===== src/design/term_consts.svh =====
`ifndef TERM_CONSTS_SVH
`define TERM_CONSTS_SVH

// ~~~~~~~~~~~~~~~~~~~~~~~~~~~~~~~~~~~~~~~~~~~~~~~~~~~~~~~~~~~~
// screen geometry.
`define TERM_COLS        80
`define TERM_ROWS        30
`define TERM_CELLS       2400
`define TERM_CMD_ROW     5
`define TERM_MSG_ROW     6
`define TERM_FIRST_COL   1
`define TERM_LAST_COL    79
`define TERM_MSG_LEN     18

// ~~~~~~~~~~~~~~~~~~~~~~~~~~~~~~~~~~~~~~~~~~~~~~~~~~~~~~~~~~~~
// key and character codes.
`define TERM_PROMPT      8'h2D
`define TERM_ENTER       8'h0D
`define TERM_BLANK       8'h00

// write counts of the editor sequences.
`define TERM_INIT_WRITES 160
`define TERM_OK_WRITES   19
`define TERM_ERR_WRITES  97

`endif

===== src/design/term_key_pkg.sv =====
package term_key_pkg;

        // one key event from the keyboard side.
        typedef struct packed {
                logic [7:0] ascii;
                logic       right;
                logic       left;
                logic       back;
                logic       esc;
        } key_event_t;

        // decoded key class, one per event.
        typedef enum logic [2:0] {
                OP_CHAR  = 3'd0,
                OP_ENTER = 3'd1,
                OP_RIGHT = 3'd2,
                OP_LEFT  = 3'd3,
                OP_BACK  = 3'd4,
                OP_ESC   = 3'd5
        } key_op_t;

        // command handed to the editor.
        typedef struct packed {
                key_op_t    op;
                logic [7:0] ascii;
        } key_cmd_t;

endpackage


===== src/design/key_decode.sv =====
`timescale 1ns/1ps
`include "term_consts.svh"

module key_decode (
        input  logic                     clk,
        input  logic                     rst_n,
        input  term_key_pkg::key_event_t key,
        input  logic                     key_valid,
        output logic                     key_ready,
        output term_key_pkg::key_cmd_t   cmd,
        output logic                     cmd_valid,
        input  logic                     cmd_ready
);
        term_key_pkg::key_op_t op;
        logic                  live;

        // esc wins, then the movement flags, then enter.
        always_comb begin
                if (key.esc)
                        op = term_key_pkg::OP_ESC;
                else if (key.right)
                        op = term_key_pkg::OP_RIGHT;
                else if (key.left)
                        op = term_key_pkg::OP_LEFT;
                else if (key.back)
                        op = term_key_pkg::OP_BACK;
                else if (key.ascii == `TERM_ENTER)
                        op = term_key_pkg::OP_ENTER;
                else
                        op = term_key_pkg::OP_CHAR;
        end

        assign key_ready = live && (!cmd_valid || cmd_ready);

        always_ff @(posedge clk or negedge rst_n) begin
                if (!rst_n) begin
                        live      <= 1'b0;
                        cmd_valid <= 1'b0;
                end else begin
                        live <= 1'b1;
                        if (key_valid && key_ready)
                                cmd_valid <= 1'b1;
                        else if (cmd_ready)
                                cmd_valid <= 1'b0;
                end
        end

        always_ff @(posedge clk) begin
                if (key_valid && key_ready)
                        cmd <= '{op: op, ascii: key.ascii};
        end

        cmd_hold: assert property (@(posedge clk) disable iff (!rst_n)
                cmd_valid && !cmd_ready |=> cmd_valid && $stable(cmd));

endmodule


===== config.mk =====
export PLATFORM = sky130hd
export DESIGN_NAME = key_decode
export DESIGN_NICKNAME = d
export VERILOG_FILES = /design/src/design/term_key_pkg.sv /design/src/design/key_decode.sv
export VERILOG_INCLUDE_DIRS = /design/src /design/src/design
export SDC_FILE = /design/constraint.sdc
export NUM_CORES = 1
export LEC_CHECK = 0
export BUFFER_PORTS_ARGS = -buffer_cell sky130_fd_sc_hd__buf_4
export CORE_AREA = 2 2 39 41
export DETAILED_ROUTE_END_ITERATION = 10
export DIE_AREA = 0 0 41 43
export GPL_ROUTABILITY_DRIVEN = 0
export PLACE_DENSITY = 0.78
export SLEW_MARGIN = 20
export SYNTH_ARGS = -nofsm -noshare
export SYNTH_HDL_FRONTEND = slang
export SYNTH_SLANG_ARGS = --single-unit
export TNS_END_PERCENT = 5

===== constraint.sdc =====
create_clock -name clk -period 1.7 [get_ports clk]
set_clock_uncertainty 0.05 [all_clocks]
set_input_delay 0.34 -clock clk [delete_from_list [all_inputs] [get_ports clk]]
set_output_delay 0.34 -clock clk [all_outputs]
set_load 0.03 [all_outputs]

# Word-level counts from Yosys, hierarchy flattened
# Cells that the tools add are included.
# totals
reg_bits	13
inputBits	16
out_inout_bits	13
# classes
eq_ne	1
mux	6
reduce_logical	5
# op_table
cell	count
$mux 3	3
$eq 8x4->1 const B	1
$mux 1	3
$logic_and 1x1->1	2
$reduce_bool 2->1	1
$logic_not 1->1	1
$logic_or 1x1->1	1

# Depth between registers and ports, before layout
# Gate-level depths: netlist of the first run.
# logic_depth
ltp_word	5
depth_mapped	3

# Worst setup path before layout of the first run
# OpenSTA, ideal clock, no wires.
# synth_path
path_type	reg-to-reg
startpoint	register cmd_valid
endpoint	register cmd[0] in the netlist's numbering (enable)
arrival_time_ns	1.175
required_time_ns	1.270
setup_slack_ns	0.096
stages_incl_launch_ff	3
synth_period_minus_slack_ns	1.604
cell_sequence	dfrtp_1 > nand2b_1 > nor2b_1
# synth_between
elab_chain_cells	4
# synth_rtl
element	line	rtl
start: declaration	key_decode.sv:11	output logic cmd_valid,
start signal: assignment	key_decode.sv:38	cmd_valid <= 1'b0;
start signal: assignment	key_decode.sv:42	cmd_valid <= 1'b1;
start signal: assignment	key_decode.sv:44	cmd_valid <= 1'b0;
$logic_not 1->1	key_decode.sv:33	assign key_ready = live && (!cmd_valid || cmd_ready);
$logic_or 1x1->1	key_decode.sv:33	
$logic_and 1x1->1	key_decode.sv:33	
$logic_and 1x1->1	key_decode.sv:49	if (key_valid && key_ready)
end signal: assignment	key_decode.sv:50	cmd <= '{op: op, ascii: key.ascii};
end: declaration	key_decode.sv:10	output term_key_pkg::key_cmd_t cmd,
# Every way passes these cells.
# A chain may end at the register's enable or synchronous reset.

# Worst setup path after layout of the first run
# layout_path
startpoint	register cmd_valid
endpoint	output port key_ready
# layout_between
elab_chain_cells	3
# layout_rtl
element	line	rtl
$logic_not 1->1	key_decode.sv:33	
$logic_or 1x1->1	key_decode.sv:33	
$logic_and 1x1->1	key_decode.sv:33	
end: declaration	key_decode.sv:9	output logic key_ready,
# Every way passes these cells.

==> results of run 1 <==
[flip-flops by register name, summed over array words and instances, names as in the netlist]
register / flops
live: 1
cmd: 11
cmd_valid: 1
[layer usage]
metal / track usage (%) / vias to the layer above / wire length, um
met4: 8.00 / 0 / 8
met2: 21.3 / 26 / 486
met1: 13.1 / 170 / 342
li1: - / 170 / -
met3: 4.19 / 2 / 138
met5: 0 / - / 0
[cells by family (layout without fill, tap and decap cells)]
group,after synthesis,in the layout
AO/OA/AOI/OAI,2,2
buffers and inverters,1,35
flip-flops,13,13
other,1,1
AND/OR/NAND/NOR,12,12
[final timing paths]
path,from,to,slack [ps],depth (start not counted)
setup / recovery,cmd_valid,key_ready,260,3
hold / removal,key[6],cmd[2],200,1
setup reg to reg,cmd_valid,cmd[9],530,3
hold reg to reg,live,cmd_valid,440,2
max in group asynchronous,rst_n,live,1180,2
min in group asynchronous,rst_n,cmd_valid,330,2
[critical path, stage by stage, from the launching register on]
cell and delay [ps]:
dfrtp_1 390, nand2b_1 100, and2_1 130, buf_4 150
[report_power, final]
group | switching [mW] | internal, mW
Sequential | 0.00458 | 0.363
Clock | 0.0968 | 0.0910
Combinational | 0.0587 | 0.0500
[Yosys cell counts]
library cell and instances:
nor2_1 4, nand3b_1 1, inv_1 1, nand2b_1 1, a21oi_1 1, edfxtp_1 11, conb_1 1, nor2b_1 1
dfrtp_1 2, nor4_2 1, nand2_1 3, o41ai_2 1, and2_1 1
[what timing repair did]
action	in CTS	in global routing
hold endpoints to repair	2	0
setup buffers	0	0
hold buffers	1	0
[final cells by class]
| cell class | count | area, um^2 | share of cell area [%] |
|---|---|---|---|
| Inverter | 1 | 3.75 | 0.502 |
| Sequential cell | 13 | 380 | 50.8 |
| Tap cell | 16 | 20.0 | 2.68 |
| Clock buffer | 4 | 26.3 | 3.51 |
| Timing Repair Buffer | 30 | 228 | 30.4 |
| Multi-Input combinational cell | 15 | 90.1 | 12.0 |
==> key figures, run 1 <==
Worst setup path
  • Worst Path Max Fanout: 3
  • WP data required: 1310 ps
  • Endpoint type of the worst setup path: output pin
  • CP Class: reg -> out
  • Critical path data arrival time: 1050 ps
  • Startpoint Class: flip-flop

Global routing
  • Total grt overflow: 0
  • Wire length of the first global-routing pass: 1440 um
  • Largest net degree at the start of global routing: 12
  • Initial antenna violation count: 0
  • GRT Total Usage: 12.9%
  • Vias in the first global route: 364

CTS
  • Worst-Skew Late Latency: 270 ps
  • CTS tree: yes
  • Clock root cell: clkbuf_4
  • Max clock buf depth: 2
  • H-Tree Depth: 1
  • CTS sink cnt: 13
  • Clock slew at reported path FFs: 80 ps
  • CTS Buf Count: 3
  • CTS resizes: 0

Yosys
  • Synth Area in Adders: 0%
  • Compound-cell area share of the yosys netlist: 4.49%
  • Top cells by area, synth: edfxtp_1 (70%), dfrtp_1 (11%), o41ai_2 (3.4%), nor2_1 (3.2%), nor4_2 (2.6%)
  • Xor and xnor area share after synthesis: 0%
  • Syn Nets: 45
  • Cell Area, Synth: 474 um^2
  • Post-Synth Simple-Gate Area: 13.7%
  • Syn_area_per_cell: 16.4 um^2
  • Post-synth top area share: 69.7%
  • Post-synthesis sequential area ratio: 80.2%
  • Largest family of logic cells by synthesized area: simple AND/OR/NAND/NOR gates
  • Yosys warning total: 0
  • Area leader, netlist: edfxtp_1
  • Mux cell area share after synthesis: 0%
  • Syn Inst Count: 29
  • Synth cell types: 13
  • #FFs+latches synth: 13

Detailed routing
  • WL final: 976 um
  • # DRC: 0
  • Drt wl/cell: 12.4 um
  • Via count: 368
  • ANT nets after route: 0
  • DRT iter0 DRCs: 5
  • First drt pass iteration count: 4
  • Via-to-Cell Ratio: 4.66

Power and ir drop
  • VDD IR max: 0.417 mV
  • Power, Total: 0.665 mW
  • P_leak: 0.324 nW
  • Power Density: 888 nW/um^2

Layout
  • Final nets: 80
  • Non-filler cells, final: 79
  • Ratio of cells with drive above 1 in the final layout: 54.0%
  • Most common cell after layout, fill and taps aside: buf_4
  • Core Util, Final: 54.1%
  • Antenna cells: 0
  • Area growth, synth to finish: 57.8%
  • Design area: 748 um^2
  • Most frequent cells in the layout: buf_4 (29), edfxtp_1 (11), nor2_1 (4)
  • Fillers: 127

Placed design
  • IO buf count: 28
  • Placement Setup Slack: 363 ps
  • Post-DP Area: 712 um^2
  • Post-detail-place hpwl: 762 um
  • DP Cell Count: 74

Hold path
  • Hold Path Class: in -> reg

Die
  • DIE WIDTH: 41 um
  • Die area: 1760 um^2
  • Row cnt: 14
  • Initial Utilization: 34.3%
  • Die Ht: 43 um
  • Core ar.: 1380 um^2
  • IO Pins: 29

STA
  • Highest Clock Rate: 695 MHz
  • Worst hold margin: 201 ps
  • Min Tclk post-route: 1440 ps
  • Final worst setup slack: 261 ps
  • Final worst path period share: 84.7%
  • RSZ-0062 raised after global routing: false
  • Setup tns final: 0 ps
  • Fin. Hold Viols: 0
  • Final slew viol count: 0
  • Final setup violation count: 0

Outcome
  • Outcome: finished, final reports clean

Job
  • Max_cap viols: 0
No activity file was read; power rests on OpenSTA's default activity.
==> run 2: changes to the inputs <==
Clock period 1.7 ns to 1.38 ns, I/O delays scaled along.
==> key figures, run 2 (same netlist as run 1, synthesis figures left out) <==
Layout
  • Area growth, synth to finish: 62.3%
  • Ratio of cells with drive above 1 in the final layout: 57.8%
  • Number of flip-flops in the largest register: 11
  • Most common cell after layout, fill and taps aside: buf_4
  • Core Util, Final: 55.6%
  • Antenna cells: 0
  • Most frequent cells in the layout: buf_4 (29), edfxtp_1 (11), nor2_1 (4)
  • Largest registers: cmd x11, cmd_valid x1, live x1
  • Design area: 769 um^2
  • Register bank with the most flops: cmd
  • Final nets: 81

Hold path
  • Hold Path Class: in -> reg

Outcome
  • Outcome: finished, final reports clean

CTS
  • Clock slew at reported path FFs: 80 ps
  • CTS Buf Count: 3
  • CTS sink cnt: 13
  • H-Tree Depth: 1
  • Max clock buf depth: 2
  • Worst-Skew Late Latency: 260 ps
  • CTS tree: yes
  • Clock root cell: clkbuf_4

Power and ir drop
  • Power Density: 1070 nW/um^2
  • P_leak: 0.339 nW
  • VDD IR max: 0.542 mV

Die
  • Initial Utilization: 34.3%
  • IO Pins: 29
  • Die area: 1760 um^2
  • Core ar.: 1380 um^2
  • Die Ht: 43 um
  • DIE WIDTH: 41 um
  • Row cnt: 14

STA
  • Worst hold margin: 138 ps
  • Fin. Hold Viols: 0
  • Final slew viol count: 0
  • Highest Clock Rate: 740 MHz
  • Min Tclk post-route: 1350 ps
  • Final setup violation count: 0
  • Final worst path period share: 97.9%

Worst setup path
  • Startpoint Class: flip-flop
  • Setup crit start: cmd_valid
  • CP Class: reg -> out
  • Reg2Reg Setup Slack: 60 ps
  • RR Endpoint: cmd[5]
  • WP data required: 1050 ps
  • Critical path data arrival time: 1020 ps
  • CP Cell Sequence: nand2b_1, and2_4, buf_6
  • Worst Setup EP: key_ready
  • Worst Path Max Fanout: 2
  • Reg2Reg Depth: 3
  • Slowest CP cell: dfrtp_1
  • Reg2reg start: cmd_valid
  • CP max stage delay: 390 ps
  • Endpoint type of the worst setup path: output pin

Detailed routing
  • Drt wl/cell: 12.3 um
  • # DRC: 0
  • ANT nets after route: 0
  • WL final: 983 um
  • DRT iter0 DRCs: 4
  • Via-to-Cell Ratio: 4.30
  • Via count: 344
  • First drt pass iteration count: 4

Placed design
  • Post-DP Area: 712 um^2
  • Post-detail-place hpwl: 762 um
  • IO buf count: 28

Global routing
  • GRT Total Usage: 13.6%
  • Total grt overflow: 0
  • Initial antenna violation count: 0
  • Largest net degree at the start of global routing: 12
  • Vias in the first global route: 338
  • Wire length of the first global-routing pass: 1480 um

Job
  • Max_cap viols: 0
[run 2: report_power, final]
group | switching [mW] | total [mW] | internal [mW]
Clock | 0.114 | 0.225 | 0.112
Sequential | 0.00591 | 0.454 | 0.448
Combinational | 0.0751 | 0.145 | 0.0697
[run 2: critical path, delay by kind of cell, from the launching register on]
family                 cells  cell delay, ps
DFF                        1             390
and+or+nand+nor            2             260
buffers and inverters      1             120
[run 2: layout make-up]
cell class | instances | area [um^2]
fillers | 124 | 614
multi-input cells | 15 | 100
flip-flops and latches | 13 | 380
repair buffers | 31 | 239
inverters | 1 | 3.75
clock buffers | 4 | 26.3
well taps | 16 | 20.0
[run 2: timing repair]
item | CTS | global route
gates resized for setup | 0 | 2
setup endpoints to repair | 1 | 1
hold buffers | 1 | 0
buffers inserted | 1 | 1
hold endpoints to repair | 2 | 0
[run 2: worst min path at each step]
stage / from / slack [ps] / to / depth (start not counted)
floorplan: rst_n / -70 / cmd_valid / 0
global placement: rst_n / 9 / cmd_valid / 1
detailed placement: rst_n / 10 / live / 1
CTS: key[5] / 130 / cmd[1] / 1
global route: key[4] / 130 / cmd[0] / 1
finish: key[5] / 140 / cmd[1] / 1
[run 2: stage by stage]
stage          power (mW)  TNS [ps]  setup WS, ps  cells
5_1_grt             0.858     -13.6         -13.6     80
6_report            0.824         0          29.3     80
4_1_cts             0.824         0          24.9     79
3_5_place_dp        0.596         0          87.8     73
2_1_floorplan       0.523         0           114     29
3_3_place_gp        0.591         0           109     73
[run 2: per-layer routing]
| layer | track usage (%) | wire length [um] |
|---|---|---|
| met3 | 3.14 | 52 |
| met2 | 21.9 | 576 |
| met1 | 14.3 | 334 |
| met4 | 10.0 | 19 |
| met5 | 0 | 0 |
