`src/design/term_consts.svh`:
```
`ifndef TERM_CONSTS_SVH
`define TERM_CONSTS_SVH

// ~~~~~~~~~~~~~~~~~~~~~~~~~~~~~~~~~~~~~~~~~~~~~~~~~~~~~~~~~~~~
// screen geometry.
`define TERM_COLS        80
`define TERM_ROWS        30
`define TERM_CELLS       2400
`define TERM_CMD_ROW     5
`define TERM_MSG_ROW     6
`define TERM_FIRST_COL   1
`define TERM_LAST_COL    79
`define TERM_MSG_LEN     18

// ~~~~~~~~~~~~~~~~~~~~~~~~~~~~~~~~~~~~~~~~~~~~~~~~~~~~~~~~~~~~
// key and character codes.
`define TERM_PROMPT      8'h2D
`define TERM_ENTER       8'h0D
`define TERM_BLANK       8'h00

// write counts of the editor sequences.
`define TERM_INIT_WRITES 160
`define TERM_OK_WRITES   19
`define TERM_ERR_WRITES  97

`endif
```
`src/design/term_screen_pkg.sv`:
```
`include "term_consts.svh"

package term_screen_pkg;

        // linear index into the 80x30 cell array.
        typedef logic [11:0] cell_addr_t;
        typedef logic [6:0]  col_t;
        typedef logic [4:0]  row_t;

        // single cell write, no handshake.
        typedef struct packed {
                logic       en;
                cell_addr_t addr;
                logic [7:0] data;
        } screen_wr_t;

        // terminal modes, codes kept from the old design.
        typedef enum logic [2:0] {
                MODE_CMD      = 3'd0,
                MODE_GRAPHICS = 3'd1,
                MODE_TEXT     = 3'd3,
                MODE_CALC     = 3'd4
        } term_mode_t;

        // row-major cell index.
        function automatic cell_addr_t cell_index(
                input row_t row,
                input col_t col
        );
                return cell_addr_t'(row * `TERM_COLS + col);
        endfunction

endpackage

```
`src/design/term_key_pkg.sv`:
```
package term_key_pkg;

        // one key event from the keyboard side.
        typedef struct packed {
                logic [7:0] ascii;
                logic       right;
                logic       left;
                logic       back;
                logic       esc;
        } key_event_t;

        // decoded key class, one per event.
        typedef enum logic [2:0] {
                OP_CHAR  = 3'd0,
                OP_ENTER = 3'd1,
                OP_RIGHT = 3'd2,
                OP_LEFT  = 3'd3,
                OP_BACK  = 3'd4,
                OP_ESC   = 3'd5
        } key_op_t;

        // command handed to the editor.
        typedef struct packed {
                key_op_t    op;
                logic [7:0] ascii;
        } key_cmd_t;

endpackage

```
`src/design/line_editor.sv`:
```
`timescale 1ns/1ps
`include "term_consts.svh"

module line_editor (
        input  logic                        clk,
        input  logic                        rst_n,
        input  term_key_pkg::key_cmd_t      cmd,
        input  logic                        cmd_valid,
        output logic                        cmd_ready,
        output term_screen_pkg::screen_wr_t wr,
        output term_screen_pkg::col_t       cursor,
        output term_screen_pkg::term_mode_t mode,
        output logic                        busy
);
        typedef enum logic [1:0] {
                SEQ_IDLE,
                SEQ_INIT,
                SEQ_OK,
                SEQ_ERR
        } seq_state_t;

        localparam term_screen_pkg::row_t cmd_row   = `TERM_CMD_ROW;
        localparam term_screen_pkg::row_t msg_row   = `TERM_MSG_ROW;
        localparam term_screen_pkg::col_t first_col = `TERM_FIRST_COL;
        localparam term_screen_pkg::col_t last_col  = `TERM_LAST_COL;
        localparam logic [7:0] msg_len   = `TERM_MSG_LEN;
        localparam logic [7:0] init_last = `TERM_INIT_WRITES - 1;
        localparam logic [7:0] ok_last   = `TERM_OK_WRITES - 1;
        localparam logic [7:0] err_last  = `TERM_ERR_WRITES - 1;
        localparam logic [8*`TERM_MSG_LEN-1:0] err_msg = "Syntax error !!!!!";

        seq_state_t                  state;
        logic [7:0]                  seq_cnt;
        logic [7:0]                  letter;
        term_screen_pkg::screen_wr_t seq_wr;
        logic                        seq_last;

        assign cmd_ready = (state == SEQ_IDLE);
        assign busy      = (state != SEQ_IDLE);

        // ~~~~~~~~~~~~~~~~~~~~~~~~~~~~~~~~~~~~~~~~~~~~~~~~~~~~~~~~~~~~
        // bulk write sequences, one cell per cycle.
        always_comb begin
                seq_wr.en   = 1'b1;
                seq_wr.addr = term_screen_pkg::cell_index(msg_row, '0) + seq_cnt;
                seq_wr.data = `TERM_BLANK;
                seq_last    = 1'b0;
                case (state)
                SEQ_INIT: begin
                        // rows 5 and 6 back to back, prompt first.
                        seq_wr.addr = term_screen_pkg::cell_index(cmd_row, '0) + seq_cnt;
                        if (seq_cnt == '0)
                                seq_wr.data = `TERM_PROMPT;
                        seq_last = (seq_cnt == init_last);
                end
                SEQ_OK: begin
                        if (seq_cnt >= msg_len)
                                seq_wr.addr = term_screen_pkg::cell_index(cmd_row, first_col);
                        seq_last = (seq_cnt == ok_last);
                end
                SEQ_ERR: begin
                        if (seq_cnt < msg_len) begin
                                seq_wr.data = err_msg[8*(msg_len-8'd1-seq_cnt) +: 8];
                        end else begin
                                seq_wr.addr = term_screen_pkg::cell_index(cmd_row, first_col)
                                        + seq_cnt - msg_len;
                        end
                        seq_last = (seq_cnt == err_last);
                end
                default: begin
                        seq_wr.en = 1'b0;
                end
                endcase
        end

        // ~~~~~~~~~~~~~~~~~~~~~~~~~~~~~~~~~~~~~~~~~~~~~~~~~~~~~~~~~~~~
        // command execution.
        always_ff @(posedge clk or negedge rst_n) begin
                if (!rst_n) begin
                        state   <= SEQ_INIT;
                        seq_cnt <= '0;
                        letter  <= `TERM_BLANK;
                        cursor  <= first_col;
                        mode    <= term_screen_pkg::MODE_CMD;
                        wr      <= '0;
                end else begin
                        wr.en <= 1'b0;
                        if (state != SEQ_IDLE) begin
                                wr      <= seq_wr;
                                seq_cnt <= seq_cnt + 8'd1;
                                if (seq_last) begin
                                        state   <= SEQ_IDLE;
                                        seq_cnt <= '0;
                                end
                        end else if (cmd_valid) begin
                                if (cmd.op == term_key_pkg::OP_ESC) begin
                                        mode <= term_screen_pkg::MODE_CMD;
                                end else if (mode == term_screen_pkg::MODE_CMD) begin
                                        case (cmd.op)
                                        term_key_pkg::OP_CHAR: begin
                                                wr <= '{en: 1'b1,
                                                        addr: term_screen_pkg::cell_index(cmd_row, cursor),
                                                        data: cmd.ascii};
                                                if (cursor == first_col)
                                                        letter <= cmd.ascii;
                                                if (cursor != last_col)
                                                        cursor <= cursor + 7'd1;
                                        end
                                        term_key_pkg::OP_RIGHT: begin
                                                if (cursor != last_col)
                                                        cursor <= cursor + 7'd1;
                                        end
                                        term_key_pkg::OP_LEFT: begin
                                                // prompt column stays out of reach.
                                                if (cursor != first_col)
                                                        cursor <= cursor - 7'd1;
                                        end
                                        term_key_pkg::OP_BACK: begin
                                                if (cursor != first_col) begin
                                                        cursor <= cursor - 7'd1;
                                                        wr <= '{en: 1'b1,
                                                                addr: term_screen_pkg::cell_index(
                                                                        cmd_row, cursor - 7'd1),
                                                                data: `TERM_BLANK};
                                                        if (cursor == first_col + 7'd1)
                                                                letter <= `TERM_BLANK;
                                                end
                                        end
                                        term_key_pkg::OP_ENTER: begin
                                                cursor <= first_col;
                                                letter <= `TERM_BLANK;
                                                state  <= SEQ_OK;
                                                case (letter)
                                                "T": mode <= term_screen_pkg::MODE_TEXT;
                                                "G": mode <= term_screen_pkg::MODE_GRAPHICS;
                                                "C": mode <= term_screen_pkg::MODE_CALC;
                                                default: state <= SEQ_ERR;
                                                endcase
                                        end
                                        default: begin
                                        end
                                        endcase
                                end
                        end
                end
        end

        cursor_range: assert property (@(posedge clk) disable iff (!rst_n)
                cursor >= first_col && cursor <= last_col);

        wr_range: assert property (@(posedge clk) disable iff (!rst_n)
                wr.en |-> wr.addr < `TERM_CELLS);

endmodule

```
`config.mk`:
```
export PLATFORM = sky130hd
export DESIGN_NAME = line_editor
export DESIGN_NICKNAME = d
export VERILOG_FILES = /design/src/design/term_screen_pkg.sv /design/src/design/term_key_pkg.sv /design/src/design/line_editor.sv
export VERILOG_INCLUDE_DIRS = /design/src /design/src/design
export SDC_FILE = /design/constraint.sdc
export NUM_CORES = 1
export LEC_CHECK = 0
export BUFFER_PORTS_ARGS = -buffer_cell sky130_fd_sc_hd__buf_2
export CAP_MARGIN = 15
export CORE_ASPECT_RATIO = 1.4
export CORE_MARGIN = 2
export CORE_UTILIZATION = 50
export DETAILED_ROUTE_END_ITERATION = 16
export GPL_TIMING_DRIVEN = 0
export PLACE_DENSITY_LB_ADDON = 0.15
export SLEW_MARGIN = 20
export SYNTH_ARGS = -nofsm -noshare
export SYNTH_HDL_FRONTEND = slang
export SYNTH_SLANG_ARGS = --single-unit
export TNS_END_PERCENT = 30
```
`constraint.sdc`:
```
create_clock -name clk -period 3.6 [get_ports clk]
set_clock_uncertainty 0.15 [all_clocks]
set_input_delay 0.54 -clock clk [delete_from_list [all_inputs] [get_ports clk]]
set_output_delay 0.54 -clock clk [all_outputs]
set_load 0.02 [all_outputs]
```
; ---- Word level (Yosys, flattened, before mapping)
; Index checks and enable logic that the tools add are counted.
[totals]
register_bits = 49
inputBits = 14
[op_classes]
n_addsub = 10
n_lt_le_gt_ge = 2
eq_ne = 26
shift = 1
muxes = 33
n_bitwise = 2
n_reduce_logical = 23
[op_table]
columns = op, n
row1 = $shiftx A144 B33 Y8 const A, 1
row2 = $mux W21, 5
row3 = $pmux W21 S2, 1
row4 = $mux W8, 5
row5 = $pmux W12 S3, 1
row6 = $eq A8 B7 Y1 const B, 4
row7 = $add A9 B8 Y10 const A, 3
row8 = $pmux W8 S3, 1
row9 = $pmux W7 S3, 1
row10 = $add A9 B7 Y10 const A, 2
row11 = $pmux W8 S2, 1
row12 = $reduce_and A5 Y1, 3
row13 = $mux W7, 2
row14 = $mux W12, 1
row15 = $mux W2, 6
row16 = $reduce_bool A2 Y1, 6
row17 = $sub A10 B5 Y11 const B, 1
row18 = $mux W10, 1
row19 = $mux W3, 3
row20 = $pmux W3 S3, 1
row21 = $reduce_bool A3 Y1, 3
row22 = $sub A5 B8 Y9 const A, 1
row23 = $add A8 B1 Y8 const B, 1
row24 = $eq A8 B5 Y1 const B, 1
row25 = other kinds (29), 42

; ---- Longest topological paths before layout
[depth]
ltp_word = 8
depth_mapped = 12
depth_no_buf = 11

; ---- Least setup slack after synthesis
; Ideal clock, no wire load.
[synth_path]
kind = flip-flop to flip-flop
startpoint = register seq_cnt[1]
endpoint = register wr[0] in the netlist's numbering
setup_time_ns = 0.094
arrival_time_ns = 2.524
required_time_ns = 3.356
path_slack_ns = 0.832
stages_incl_launch_ff = 10
synth_period_minus_slack_ns = 2.768
path_cell_list = dfrtp_1 clkbuf_1 inv_1 ha_1 clkbuf_1 or3b_2 nor4_1 o31a_1 a2111oi_0 a211oi_1
[synth_between]
elab_chain_len = 5
[synth_rtl]
columns = element, line_no
row1 = "start, declared", line_editor.sv:33  ; logic [7:0] seq_cnt;
row2 = "start signal, assigned", line_editor.sv:90  ; seq_cnt <= seq_cnt + 8'd1;
row3 = $sub A5 B8 Y9, line_editor.sv:63  ; seq_wr.data = err_msg[8*(msg_len-8'd1-seq_cnt) +: 8];
row4 = $shiftx A144 B33 Y8, line_editor.sv:63
row5 = $mux W8, line_editor.sv:62  ; if (seq_cnt < msg_len) begin
row6 = $pmux W8 S2 *, line_editor.sv:48  ; case (state)
row7 = $mux W21 *, line_editor.sv:88  ; if (state != SEQ_IDLE) begin
row8 = "end signal, assigned", line_editor.sv:89  ; wr <= seq_wr;
row9 = "end signal, assigned", line_editor.sv:101  ; wr <= '{en: 1'b1,
row10 = "end signal, assigned", line_editor.sv:121  ; wr <= '{en: 1'b1,
row11 = "end, declared", line_editor.sv:10  ; output term_screen_pkg::screen_wr_t wr,
; Every way passes the cells marked *; elsewhere a longest branch is shown, timed or not.
; A chain may end at the register's enable or synchronous reset.

; ---- Worst setup path after layout
; Ends and elaborated chain as after synthesis.

==> impl_metrics.tcl <==
set metrics [dict create \
    status "finished, final reports clean" \
    critPathBufInv 3 \
    dominantRegCellSynth "dfrtp_1" \
    drive_above_1_share 0.194 \
    postCtsSetupBuffers 0 \
    setup-tns-final_ns 0 \
    numCtsBuffers 5 \
    grt_overflow_total 0 \
    synthTopCellsByArea "dfrtp_1 (29%), ha_1 (7.9%), nand2_1 (3.6%), a21oi_1 (3.4%), inv_1 (3.1%)" \
    dieArea_um2 8630 \
    avgSynthCellArea_um2 8.62 \
    antenna_found_initial 0 \
    cts_tree "yes" \
    io_buffers 44 \
    die_h_um 109 \
    ant_nets 0 \
    die_w_um 79.1 \
    clock_sinks 47 \
    globalplace.congestion 0.920 \
    period_share 0.900 \
    route.detailed.drc 0 \
    yosysTopAreaCell "dfrtp_1" \
    crit_family "buffers and inverters" \
    synth_edf_count 0 \
    grt_pass1_wl_um 18800 \
    worst_pin_slew_ns 0.824 \
    cpMostUsedCell "clkbuf_1" \
    ys_types 90 \
    cp-end-kind "register" \
    syn-instance-count 458 \
    num_vias 3765 \
    synth_common_cells "dfrtp_1 (45), nand2_1 (38), inv_1 (33)" \
    area_growth_syn_to_layout_pct 12.5 \
    wl_per_cell_um 18.5 \
    total_power_uw 1080 \
    start_util 0.513 \
    worstPathCellList "clkbuf_1, inv_1, ha_1, clkbuf_1, or3b_2, nor4_1, o31a_1, a2111oi_0, a211oi_1" \
    multi_input_area_um2 2470 \
    drv_slew 0 \
    worstSetupPathType "register to register" \
    clock.fmax_mhz 309 \
    yosys.area_share.xor_xnor 0.0244 \
    finalSetupViolCount 0 \
    num_antenna_cells 0 \
    leakage_uw 0.00200 \
    hp-class "primary input to async pin" \
    slowest_stage "dfrtp_1" \
    drt_iter0_drc 281 \
    worst_path_largest_cell_delay_ns 0.51 \
    muxShareOfSynthArea 0.0365 \
    synth_top_family_by_area "compound AO/OA/AOI/OAI gates" \
    drv_cap 0 \
    fillCellCount 749 \
    grt_max_degree 48 \
    ctsResizeCount 0 \
    crit_arrival_ns 3.32 \
    fin_nets 549 \
    htree_levels 2 \
    irDropWorstVdd_mv 0.228 \
    rsz0062_at_grt "false" \
    viasPerCell 6.16 \
    synthAdderAreaFrac 0.0792 \
    grt_usage 0.274 \
    first_pass_iters 5 \
    wl_um 11300 \
    core_region_area_um2 7700 \
    worst_ep_required_time_ns 3.68 \
    insertion_delay_ns 0.31 \
    yosys_warnings 0 \
    yosysTopAreaCellShare 0.285 \
    std_cell_rows 38 \
    period_needed_ns 3.24 \
    num_io_pins 47 \
    regArea_um2 1180 \
    synth_compound_area_frac 0.282 \
    cts_hold_buf 0 \
    synthArstFlopShare 1.00 \
    crit_fanout 10 \
    grt_pass1_vias 3735 \
    synth_most_common_cell "dfrtp_1" \
    seq_area_frac_synth 0.299 \
    slew_headroom 0.443 \
    cts-root-buf "clkbuf_8" \
    ys_ff_latch 47 \
    power_density_nw_per_um2 243 \
    clk_pin_slew_ns 0.10 \
    dp_hpwl_um 8520 \
    syn_area_um2 3950 \
    cts_max_path_buffers 2 \
    finalHoldViolations 0 \
    yosys.area_share.simple 0.202 \
    start_kind "register" \
]
layout by cell type, fill, tap and decap left out, drive strengths merged, types with 6 or more instances in the layout:
cell    instances
inv            34
and2            6
ha             25
a31oi           6
nor3           16
or3             6
buf            64
a21oi          28
nand2          38
o21ai          25
nand4           8
nand3          14
o22ai           8
nor2           28
a211oi         11
mux2i          11
dfrtp          45
o211ai          7
xnor2           9
clkbuf         15
area by class of cell:
cell class	instances	share of cell area
inverters	34	0.0287
repair buffers	44	0.0502
well taps	100	0.0282
multi-input cells	348	0.556
clock buffers	5	0.0155
plain buffers	30	0.0395
flip-flops and latches	47	0.266
clock inverters	3	0.0161
logic make-up after synthesis:
family | count (synthesis)
AOI/OAI and AO/OA | 149
and+or+nand+nor | 147
buffers and inverters | 64
DFF | 47
adders and majority gates | 25
muxes | 14
xor gates and xnor gates | 11
other | 1
through the flow:
stage                     instance area (um^2)  std cells   util  worst slack (ns)  hold WS, ns
after floorplan                           3950        459      -             0.832       0.0944
after global placement                    4300        603  0.558             0.430        0.328
after detailed placement                  4300        603  0.558             0.417        0.334
after CTS                                 4440        611  0.576             0.395        0.291
after global routing                      4440        611  0.576             0.136        0.126
final                                     4440        611  0.576             0.361       0.0731
path summary, 6_finish.rpt:
path                                         end  slack, ns              startpoint  cells after the start
max reg2reg                    wr[0]$_DFFE_PN0P_       0.36  seq_cnt[1]$_DFFE_PN0N_                      9
min                        cursor[5]$_DFFE_PN0P_       0.07                   rst_n                      1
min in group clk               wr[7]$_DFFE_PN0P_       0.30                  cmd[7]                      2
max in group asynchronous  cursor[1]$_DFFE_PN0P_       2.80                   rst_n                      1
max                            wr[0]$_DFFE_PN0P_       0.36  seq_cnt[1]$_DFFE_PN0N_                      9
min reg2reg                   wr[15]$_DFFE_PN0P_       0.35      wr[15]$_DFFE_PN0P_                      2
state kept, by name (all words and copies together), names as in the netlist:
| register | flops |
|---|---|
| cursor | 7 |
| letter | 8 |
| mode | 3 |
| seq_cnt | 8 |
| state | 2 |
| wr | 19 |
where the power goes:
part | switching (uW) | internal (uW) | total (uW)
Combinational | 42.9 | 18.5 | 61.4
Clock | 208 | 282 | 490
Sequential | 0.572 | 528 | 529
Total | 251 | 829 | 1080
per-layer routing:
layer  global-route usage  wire, um  part of all wire
met1                0.336      4640              0.41
met2                0.479      5810              0.51
met3               0.0381       495             0.044
met4                0.111       380             0.034
met5                    0         0                 0
(Power assumes the default switching activity.)
